File: src/design/cpuPkg.sv
package cpuPkg;

    localparam int DataWidth    = 32;
    localparam int RegAddrWidth = 5;
    localparam logic [DataWidth-1:0] ResetPc = 32'hbfc0_0000; // boot vector

    // primary opcodes
    localparam logic [5:0] OpRtype = 6'h00;
    localparam logic [5:0] OpAddiu = 6'h09;
    localparam logic [5:0] OpOri   = 6'h0d;
    localparam logic [5:0] OpLui   = 6'h0f;
    localparam logic [5:0] OpLw    = 6'h23;
    localparam logic [5:0] OpSw    = 6'h2b;
    localparam logic [5:0] OpBeq   = 6'h04;
    localparam logic [5:0] OpBne   = 6'h05;

    // function codes for OpRtype
    localparam logic [5:0] FnAddu = 6'h21;
    localparam logic [5:0] FnSubu = 6'h23;
    localparam logic [5:0] FnAnd  = 6'h24;
    localparam logic [5:0] FnOr   = 6'h25;
    localparam logic [5:0] FnSlt  = 6'h2a;

    typedef enum logic [2:0] {
        AluAdd,
        AluSub,
        AluAnd,
        AluOr,
        AluSlt,
        AluLui // immediate into upper half
    } aluOpT;

    typedef struct packed {
        aluOpT aluOp;
        logic  useImm;   // alu b from immediate
        logic  regWrite;
        logic  memRead;
        logic  memWrite;
        logic  branch;
        logic  branchNe; // bne instead of beq
        logic  destIsRt; // i-type destination
        logic  signExt;
    } ctrlT;

    typedef struct packed {
        logic [DataWidth-1:0] pc;
        logic [DataWidth-1:0] instr;
    } fdPayloadT;

    typedef struct packed {
        logic [DataWidth-1:0]    pc;
        ctrlT                    ctrl;
        logic [RegAddrWidth-1:0] rs;
        logic [RegAddrWidth-1:0] rt;
        logic [RegAddrWidth-1:0] dest;
        logic [DataWidth-1:0]    rsVal;
        logic [DataWidth-1:0]    rtVal;
        logic [DataWidth-1:0]    imm;
    } dePayloadT;

    typedef struct packed {
        logic [DataWidth-1:0]    pc;
        logic                    regWrite;
        logic                    memRead;
        logic                    memWrite;
        logic [RegAddrWidth-1:0] dest;
        logic [DataWidth-1:0]    aluResult; // also the memory address
        logic [DataWidth-1:0]    storeData;
    } emPayloadT;

    typedef struct packed {
        logic [DataWidth-1:0]    pc;
        logic                    regWrite;
        logic [RegAddrWidth-1:0] dest;
        logic [DataWidth-1:0]    result;
    } mwPayloadT;

endpackage
File: src/design/datapath.sv
module datapath (
    input  logic                            clk,
    input  logic                            rst_i,
    input  logic [cpuPkg::DataWidth-1:0]    instr_i,
    input  logic [cpuPkg::DataWidth-1:0]    memRdata_i,
    output logic [cpuPkg::DataWidth-1:0]    instAddr_o,
    output logic                            instEn_o,
    output logic                            memEn_o,
    output logic [cpuPkg::DataWidth-1:0]    memAddr_o,
    output logic [3:0]                      memWen_o,
    output logic [cpuPkg::DataWidth-1:0]    memWdata_o,
    output logic [cpuPkg::DataWidth-1:0]    debugWbPc_o,
    output logic [3:0]                      debugWbRfWen_o,
    output logic [cpuPkg::RegAddrWidth-1:0] debugWbRfWnum_o,
    output logic [cpuPkg::DataWidth-1:0]    debugWbRfWdata_o
);

    logic [cpuPkg::DataWidth-1:0]    pc;
    logic                            pcAligned;
    cpuPkg::fdPayloadT               fdIn, fdQ;
    cpuPkg::dePayloadT               deIn, deQ;
    cpuPkg::emPayloadT               emIn, emQ;
    cpuPkg::mwPayloadT               mwIn, mwQ;
    cpuPkg::ctrlT                    ctrlD;
    logic [cpuPkg::RegAddrWidth-1:0] rsD, rtD, destD;
    logic [cpuPkg::DataWidth-1:0]    immD, rsValD, rtValD;
    logic [cpuPkg::DataWidth-1:0]    memResult;
    logic                            branchTaken;
    logic [cpuPkg::DataWidth-1:0]    branchTarget;
    logic                            stallF, stallD, flushD, flushE;
    logic [1:0]                      fwdA, fwdB;

    // fetch
    always_ff @(posedge clk) begin
        if (rst_i) begin
            pc <= cpuPkg::ResetPc;
        end else if (branchTaken) begin
            pc <= branchTarget; // resolved in execute
        end else if (!stallF) begin
            pc <= pc + 32'd4;
        end
    end

    assign pcAligned  = (pc[1:0] == 2'b00);
    assign instAddr_o = pc;
    assign instEn_o   = pcAligned & ~stallF;
    assign fdIn.pc    = pc;
    assign fdIn.instr = pcAligned ? instr_i : '0; // misaligned fetch becomes nop

    stageReg #(.payloadT(cpuPkg::fdPayloadT)) u_fdReg (
        .clk     (clk),
        .rst_i   (rst_i),
        .stall_i (stallD),
        .flush_i (flushD),
        .d_i     (fdIn),
        .q_o     (fdQ)
    );

    // decode
    mainDecoder u_mainDecoder (
        .instr_i (fdQ.instr),
        .ctrl_o  (ctrlD),
        .rs_o    (rsD),
        .rt_o    (rtD),
        .dest_o  (destD),
        .imm_o   (immD)
    );

    regFile u_regFile (
        .clk      (clk),
        .rst_i    (rst_i),
        .we_i     (mwQ.regWrite),
        .waddr_i  (mwQ.dest),
        .wdata_i  (mwQ.result),
        .raddr1_i (rsD),
        .raddr2_i (rtD),
        .rdata1_o (rsValD),
        .rdata2_o (rtValD)
    );

    assign deIn.pc    = fdQ.pc;
    assign deIn.ctrl  = ctrlD;
    assign deIn.rs    = rsD;
    assign deIn.rt    = rtD;
    assign deIn.dest  = destD;
    assign deIn.rsVal = rsValD;
    assign deIn.rtVal = rtValD;
    assign deIn.imm   = immD;

    stageReg #(.payloadT(cpuPkg::dePayloadT)) u_deReg (
        .clk     (clk),
        .rst_i   (rst_i),
        .stall_i (1'b0),
        .flush_i (flushE),
        .d_i     (deIn),
        .q_o     (deQ)
    );

    // execute
    executeUnit u_executeUnit (
        .de_i           (deQ),
        .fwdA_i         (fwdA),
        .fwdB_i         (fwdB),
        .memResult_i    (memResult),
        .wbResult_i     (mwQ.result),
        .em_o           (emIn),
        .branchTaken_o  (branchTaken),
        .branchTarget_o (branchTarget)
    );

    stageReg #(.payloadT(cpuPkg::emPayloadT)) u_emReg (
        .clk     (clk),
        .rst_i   (rst_i),
        .stall_i (1'b0),
        .flush_i (1'b0),
        .d_i     (emIn),
        .q_o     (emQ)
    );

    // memory
    assign memEn_o    = emQ.memRead | emQ.memWrite;
    assign memAddr_o  = emQ.aluResult;
    assign memWen_o   = {4{emQ.memWrite}}; // word stores only
    assign memWdata_o = emQ.storeData;
    assign memResult  = emQ.memRead ? memRdata_i : emQ.aluResult;

    assign mwIn.pc       = emQ.pc;
    assign mwIn.regWrite = emQ.regWrite;
    assign mwIn.dest     = emQ.dest;
    assign mwIn.result   = memResult;

    stageReg #(.payloadT(cpuPkg::mwPayloadT)) u_mwReg (
        .clk     (clk),
        .rst_i   (rst_i),
        .stall_i (1'b0),
        .flush_i (1'b0),
        .d_i     (mwIn),
        .q_o     (mwQ)
    );

    // writeback trace, $zero writes hidden
    assign debugWbPc_o      = mwQ.pc;
    assign debugWbRfWen_o   = {4{mwQ.regWrite && (mwQ.dest != '0)}};
    assign debugWbRfWnum_o  = mwQ.dest;
    assign debugWbRfWdata_o = mwQ.result;

    hazardUnit u_hazardUnit (
        .rsD_i         (rsD),
        .rtD_i         (rtD),
        .rsE_i         (deQ.rs),
        .rtE_i         (deQ.rt),
        .destE_i       (deQ.dest),
        .memReadE_i    (deQ.ctrl.memRead),
        .branchTaken_i (branchTaken),
        .regWriteM_i   (emQ.regWrite),
        .destM_i       (emQ.dest),
        .regWriteW_i   (mwQ.regWrite),
        .destW_i       (mwQ.dest),
        .stallF_o      (stallF),
        .stallD_o      (stallD),
        .flushD_o      (flushD),
        .flushE_o      (flushE),
        .fwdA_o        (fwdA),
        .fwdB_o        (fwdB)
    );

endmodule

File: src/design/hazardUnit.sv
module hazardUnit (
    input  logic [cpuPkg::RegAddrWidth-1:0] rsD_i,
    input  logic [cpuPkg::RegAddrWidth-1:0] rtD_i,
    input  logic [cpuPkg::RegAddrWidth-1:0] rsE_i,
    input  logic [cpuPkg::RegAddrWidth-1:0] rtE_i,
    input  logic [cpuPkg::RegAddrWidth-1:0] destE_i,
    input  logic                            memReadE_i,
    input  logic                            branchTaken_i,
    input  logic                            regWriteM_i,
    input  logic [cpuPkg::RegAddrWidth-1:0] destM_i,
    input  logic                            regWriteW_i,
    input  logic [cpuPkg::RegAddrWidth-1:0] destW_i,
    output logic                            stallF_o,
    output logic                            stallD_o,
    output logic                            flushD_o,
    output logic                            flushE_o,
    output logic [1:0]                      fwdA_o,
    output logic [1:0]                      fwdB_o
);

    logic loadUse;

    // youngest producer wins
    function automatic logic [1:0] fwdSel(input logic [cpuPkg::RegAddrWidth-1:0] src);
        if (src == '0) begin
            return 2'b00;
        end else if (regWriteM_i && destM_i == src) begin
            return 2'b01;
        end else if (regWriteW_i && destW_i == src) begin
            return 2'b10;
        end
        return 2'b00;
    endfunction

    always_comb begin
        fwdA_o = fwdSel(rsE_i);
        fwdB_o = fwdSel(rtE_i);
    end

    // load data only exists in the memory stage
    assign loadUse = memReadE_i && (destE_i != '0) &&
                     (destE_i == rsD_i || destE_i == rtD_i);

    assign stallF_o = loadUse & ~branchTaken_i; // redirect overrides stall
    assign stallD_o = loadUse & ~branchTaken_i;
    assign flushD_o = branchTaken_i;
    assign flushE_o = branchTaken_i | loadUse; // bubble into execute

endmodule

File: src/design/executeUnit.sv
module executeUnit (
    input  cpuPkg::dePayloadT            de_i,
    input  logic [1:0]                   fwdA_i,
    input  logic [1:0]                   fwdB_i,
    input  logic [cpuPkg::DataWidth-1:0] memResult_i,
    input  logic [cpuPkg::DataWidth-1:0] wbResult_i,
    output cpuPkg::emPayloadT            em_o,
    output logic                         branchTaken_o,
    output logic [cpuPkg::DataWidth-1:0] branchTarget_o
);

    logic [cpuPkg::DataWidth-1:0] srcA;
    logic [cpuPkg::DataWidth-1:0] rtFwd;
    logic [cpuPkg::DataWidth-1:0] srcB;
    logic [cpuPkg::DataWidth-1:0] aluOut;

    // 01 from memory stage, 10 from writeback
    function automatic logic [cpuPkg::DataWidth-1:0] pickOperand(
        input logic [1:0]                   sel,
        input logic [cpuPkg::DataWidth-1:0] regVal,
        input logic [cpuPkg::DataWidth-1:0] memVal,
        input logic [cpuPkg::DataWidth-1:0] wbVal
    );
        unique case (sel)
            2'b01:   return memVal;
            2'b10:   return wbVal;
            default: return regVal;
        endcase
    endfunction

    assign srcA  = pickOperand(fwdA_i, de_i.rsVal, memResult_i, wbResult_i);
    assign rtFwd = pickOperand(fwdB_i, de_i.rtVal, memResult_i, wbResult_i);
    assign srcB  = de_i.ctrl.useImm ? de_i.imm : rtFwd;

    always_comb begin
        unique case (de_i.ctrl.aluOp)
            cpuPkg::AluAdd: aluOut = srcA + srcB;
            cpuPkg::AluSub: aluOut = srcA - srcB;
            cpuPkg::AluAnd: aluOut = srcA & srcB;
            cpuPkg::AluOr:  aluOut = srcA | srcB;
            cpuPkg::AluSlt: aluOut = {31'b0, $signed(srcA) < $signed(srcB)};
            cpuPkg::AluLui: aluOut = {srcB[15:0], 16'b0};
            default:        aluOut = '0;
        endcase
    end

    // compare uses forwarded rs/rt, never the immediate
    assign branchTaken_o  = de_i.ctrl.branch & ((srcA == rtFwd) ^ de_i.ctrl.branchNe);
    assign branchTarget_o = de_i.pc + 32'd4 + {de_i.imm[29:0], 2'b00};

    assign em_o.pc        = de_i.pc;
    assign em_o.regWrite  = de_i.ctrl.regWrite;
    assign em_o.memRead   = de_i.ctrl.memRead;
    assign em_o.memWrite  = de_i.ctrl.memWrite;
    assign em_o.dest      = de_i.dest;
    assign em_o.aluResult = aluOut;
    assign em_o.storeData = rtFwd; // sw data after forwarding

endmodule

File: src/design/stageReg.sv
module stageReg #(
    parameter type payloadT = logic [31:0]
) (
    input  logic    clk,
    input  logic    rst_i,
    input  logic    stall_i,
    input  logic    flush_i,
    input  payloadT d_i,
    output payloadT q_o
);

    // an all-zero payload is a bubble
    always_ff @(posedge clk) begin
        if (rst_i || flush_i) begin
            q_o <= '0; // flush beats stall
        end else if (!stall_i) begin
            q_o <= d_i;
        end
    end

endmodule

File: src/design/regFile.sv
module regFile (
    input  logic                            clk,
    input  logic                            rst_i,
    input  logic                            we_i,
    input  logic [cpuPkg::RegAddrWidth-1:0] waddr_i,
    input  logic [cpuPkg::DataWidth-1:0]    wdata_i,
    input  logic [cpuPkg::RegAddrWidth-1:0] raddr1_i,
    input  logic [cpuPkg::RegAddrWidth-1:0] raddr2_i,
    output logic [cpuPkg::DataWidth-1:0]    rdata1_o,
    output logic [cpuPkg::DataWidth-1:0]    rdata2_o
);

    logic [cpuPkg::DataWidth-1:0] regs [32];
    logic                         wrValid;

    assign wrValid = we_i && (waddr_i != '0); // $zero stays zero

    always_ff @(posedge clk) begin
        if (rst_i) begin
            for (int i = 0; i < 32; i++) begin
                regs[i] <= '0;
            end
        end else if (wrValid) begin
            regs[waddr_i] <= wdata_i;
        end
    end

    // writeback value seen by decode in the same cycle
    assign rdata1_o = (raddr1_i == '0) ? '0 :
                      (wrValid && waddr_i == raddr1_i) ? wdata_i : regs[raddr1_i];
    assign rdata2_o = (raddr2_i == '0) ? '0 :
                      (wrValid && waddr_i == raddr2_i) ? wdata_i : regs[raddr2_i];

endmodule

File: src/design/mainDecoder.sv
module mainDecoder (
    input  logic [cpuPkg::DataWidth-1:0]    instr_i,
    output cpuPkg::ctrlT                    ctrl_o,
    output logic [cpuPkg::RegAddrWidth-1:0] rs_o,
    output logic [cpuPkg::RegAddrWidth-1:0] rt_o,
    output logic [cpuPkg::RegAddrWidth-1:0] dest_o,
    output logic [cpuPkg::DataWidth-1:0]    imm_o
);

    logic [5:0] opcode;
    logic [5:0] funct;

    assign opcode = instr_i[31:26];
    assign funct  = instr_i[5:0];
    assign rs_o   = instr_i[25:21];
    assign rt_o   = instr_i[20:16];

    always_comb begin
        ctrl_o = '0; // anything unknown retires as a nop
        unique case (opcode)
            cpuPkg::OpRtype: begin
                ctrl_o.regWrite = 1'b1;
                unique case (funct)
                    cpuPkg::FnAddu: ctrl_o.aluOp = cpuPkg::AluAdd;
                    cpuPkg::FnSubu: ctrl_o.aluOp = cpuPkg::AluSub;
                    cpuPkg::FnAnd:  ctrl_o.aluOp = cpuPkg::AluAnd;
                    cpuPkg::FnOr:   ctrl_o.aluOp = cpuPkg::AluOr;
                    cpuPkg::FnSlt:  ctrl_o.aluOp = cpuPkg::AluSlt;
                    default:        ctrl_o = '0;
                endcase
            end
            cpuPkg::OpAddiu: begin
                ctrl_o.aluOp    = cpuPkg::AluAdd;
                ctrl_o.useImm   = 1'b1;
                ctrl_o.regWrite = 1'b1;
                ctrl_o.destIsRt = 1'b1;
                ctrl_o.signExt  = 1'b1;
            end
            cpuPkg::OpOri: begin
                ctrl_o.aluOp    = cpuPkg::AluOr;
                ctrl_o.useImm   = 1'b1;
                ctrl_o.regWrite = 1'b1;
                ctrl_o.destIsRt = 1'b1; // zero extended
            end
            cpuPkg::OpLui: begin
                ctrl_o.aluOp    = cpuPkg::AluLui;
                ctrl_o.useImm   = 1'b1;
                ctrl_o.regWrite = 1'b1;
                ctrl_o.destIsRt = 1'b1;
            end
            cpuPkg::OpLw: begin
                ctrl_o.aluOp    = cpuPkg::AluAdd; // base + offset
                ctrl_o.useImm   = 1'b1;
                ctrl_o.regWrite = 1'b1;
                ctrl_o.memRead  = 1'b1;
                ctrl_o.destIsRt = 1'b1;
                ctrl_o.signExt  = 1'b1;
            end
            cpuPkg::OpSw: begin
                ctrl_o.aluOp    = cpuPkg::AluAdd;
                ctrl_o.useImm   = 1'b1;
                ctrl_o.memWrite = 1'b1;
                ctrl_o.signExt  = 1'b1;
            end
            cpuPkg::OpBeq: begin
                ctrl_o.aluOp   = cpuPkg::AluSub;
                ctrl_o.branch  = 1'b1;
                ctrl_o.signExt = 1'b1;
            end
            cpuPkg::OpBne: begin
                ctrl_o.aluOp    = cpuPkg::AluSub;
                ctrl_o.branch   = 1'b1;
                ctrl_o.branchNe = 1'b1;
                ctrl_o.signExt  = 1'b1;
            end
            default: ctrl_o = '0;
        endcase
    end

    assign dest_o = ctrl_o.destIsRt ? instr_i[20:16] : instr_i[15:11];
    assign imm_o  = {{16{ctrl_o.signExt & instr_i[15]}}, instr_i[15:0]};

endmodule

File: config.mk
export PLATFORM = sky130hd
export DESIGN_NAME = datapath
export DESIGN_NICKNAME = d
export VERILOG_FILES = /design/src/design/cpuPkg.sv /design/src/design/datapath.sv /design/src/design/hazardUnit.sv /design/src/design/executeUnit.sv /design/src/design/stageReg.sv /design/src/design/regFile.sv /design/src/design/mainDecoder.sv
export SDC_FILE = /design/constraint.sdc
export NUM_CORES = 2
export LEC_CHECK = 0
export ABC_CLOCK_PERIOD_IN_PS = 16100
export BUFFER_PORTS_ARGS = -buffer_cell sky130_fd_sc_hd__clkbuf_2
export CORE_MARGIN = 3
export CORE_UTILIZATION = 59
export DETAILED_ROUTE_END_ITERATION = 6
export GPL_ROUTABILITY_DRIVEN = 0
export PLACE_DENSITY = 0.75
export SKIP_CTS_REPAIR_TIMING = 1
export SYNTH_ARGS = -nofsm -noshare
export SYNTH_HDL_FRONTEND = slang
export SYNTH_SLANG_ARGS = --single-unit
File: constraint.sdc
create_clock -name clk -period 16.1 [get_ports clk]
set_input_delay 4.025 -clock clk [delete_from_list [all_inputs] [get_ports clk]]
set_output_delay 4.025 -clock clk [all_outputs]
set_load 0.01 [all_outputs]
==> impl_metrics.toml <==
[sta]
slew_viol_final = 1
max_slew.worst_pin.slew_ns = 1.52
rsz0062_at_grt = "false"
period_share_pct = 74.6
setup_violations = 0
fmax_mhz = 83.3
hold_violations = 0
skew_ns = 0.0274
fin_setup_tns_ns = 0
min_period_ns = 12.01
relSlewSlack_pct = -1.65

[drt]
wl_met3_um = 38100
wl_met1_um = 89000
drt_iter0_drc = 9447
route.met2.wl_um = 114000
postRouteAntennaNets = 0
routedWlPerCell_um = 32.3
routed_wirelength_um = 263000
route.detailed.drc = 15
firstDrtPassIters = 7
via_per_inst = 7.01
dr.max_layer_used = "met5"
num_vias = 57100

[finish]
regArea_um2 = 38900
layout_commonest_cell = "and2_1"
drive_gt1_share_pct = 21.0
areaGrowthSynthToFinish_pct = 9.15
fillers = 9704
multi_input_area_um2 = 36400
final_cell_mix = "and2_1 (1073), edfxtp_1 (1024), mux4_2 (474), dfxtp_1 (395), nor2_1 (302)"
finalInstanceArea_um2 = 85500
final_nets = 6497

[yosys]
yosysUniqueCellTypes = 84
syn_area_um2 = 78300
seq_area_frac_synth_pct = 49.7
syn_avg_cell_area_um2 = 12.3
ys_ff_latch = 1431
yosysWarningCount = 0
synthArstFlopShare_pct = 0
syn_inst = 6382
synth-main-ff-cell = "edfxtp_1"
synth_edf_count = 1024

[clock_tree]
clock_sinks = 1431
cts.path.max_buffers = 3
cts_tree = "built"
clock_latency_ns = 0.80
cts_made_buffers = 151
clk_pin_slew_ns = 0.06
htree_levels = 4
cts-root-buf = "clkbuf_16"

[critical_path]
crit_family = "simple AND/OR/NAND/NOR gates"
crit_path_end_kind = "primary output"
cp_max_fo = 29
crit_path_frequent_cell = "clkbuf_2"
cp.arrival_ns = 7.98
path_buf_inv = 4
worstSetupPathType = "primary input to primary output"
cp.required_ns = 12.07
start_kind = "primary input"
crit_chain = "clkbuf_2 > mux2i_1 > or4_1 > o211ai_1 > inv_2 > xnor2_1 > nor4_1 > nand4_1 > nor2_1 > mux2i_4 > buf_4 > o21a_1 > clkbuf_2"
slowest_delay_ns = 0.80
cpMaxStageDelayCell = "nor4_1"

[floorplan]
fp.dieArea_um2 = 137000
initial_core_util_pct = 59.5
die_h_um = 370
die_w_um = 370
core_um2 = 132000
io_pins = 241
row_count = 133

[global_route]
grt_usage_pct = 38.1
grt_start_max_net_pins = 109
overflow = 0
grt_pass1_wl_um = 379000
antenna_found_initial = 9
grt_pass1_vias = 55800

[pwr]
total_power_mw = 8.98
pwr_density_cell_nw_per_um2 = 105
leakagePower_nw = 31.2
ir_drop_mv = 0.0927

[place]
placed_area_um2 = 80500
io_buffers = 240
dpl.hpwl_um = 162000

[min_path]
hold_path.class = "register to register"

[job]
maxCapViolCount = 0

[outcome]
violations = "design-rule violations, max-slew violations"
status = "finished with violations"
==> power breakdown <==
group / internal [mW] / switching (mW)
clock network: 2.01 / 1.51
registers: 4.08 / 0.106
logic: 0.436 / 0.835
total: 6.52 / 2.45
==> area by class of cell <==
class	instances	share of cell area [%]
diodes	4	0.0117
repair buffers	423	3.04
clock buffers	192	4.76
multi-input cells	4142	42.5
flip-flops and latches	1431	45.6
inverters	119	0.526
clock inverters	79	1.00
well taps	1755	2.57
==> stage by stage <==
stage	setup slack [ns]	util [%]	std cells	hold slack, ns
after global placement	4.42	61.2	7870	0.418
final	4.09	64.9	8145	0.434
after CTS	4.37	64.9	8141	0.438
after floorplan	5.53	-	6413	0.414
after detailed placement	4.39	61.2	7870	0.424
after global routing	4.08	64.9	8141	0.453
==> cell families after synthesis <==
group                      Yosys count  share of synthesized area (%)
and+or+nand+nor                   1975                           14.4
DFF                               1431                           49.7
AOI/OAI and AO/OA                 1031                           9.15
buffers and inverters              840                           4.69
muxes                              790                           17.8
adders and majority gates          163                           2.63
xor gates and xnor gates           151                           1.69
other                                1                        0.00479
==> sequential cells by signal (all words and copies together), names as in the netlist <==
register / cells
u_mwReg.q_o: 70
instAddr_o: 32
u_deReg.q_o: 137
u_regFile.regs: 1024
u_emReg.q_o: 104
u_fdReg.q_o: 64
==> worst paths after layout <==
path,from,endpoint,slack [ns],cells past startpoint
worst max-delay path,memRdata_i[1],instEn_o,4.09,13
worst min-delay path,u_emReg.q_o[91]$_SDFF_PP0_,u_mwReg.q_o[57]$_SDFF_PP0_,0.43,1
worst max register to register,u_mwReg.q_o[35]$_SDFF_PP0_,u_fdReg.q_o[41]$_SDFFE_PP0N_,8.60,16
worst min register to register,u_emReg.q_o[91]$_SDFF_PP0_,u_mwReg.q_o[57]$_SDFF_PP0_,0.43,1
==> layer usage <==
layer | global-route usage [%] | vias up
met5 | 0 | -
met3 | 13.4 | 1133
met1 | 47.2 | 27900
met2 | 56.3 | 4702
li1 | - | 23400
met4 | 25.8 | 8
==> cell usage after synthesis (all sizes together), types with 110 or more instances <==
cell type	instances	area share, %
a211oi	110	1.1
a21oi	274	1.8
and2	1075	8.6
buf	230	1.8
clkbuf	491	2.4
dfxtp	407	10
edfxtp	1024	39
ha	160	2.6
inv	119	0.57
mux2i	252	3.2
mux4	474	14
nand2	182	0.87
nor2	344	1.7
o211ai	137	1.3
xnor2	110	1.2
No activity file was read; power rests on OpenSTA's default activity.
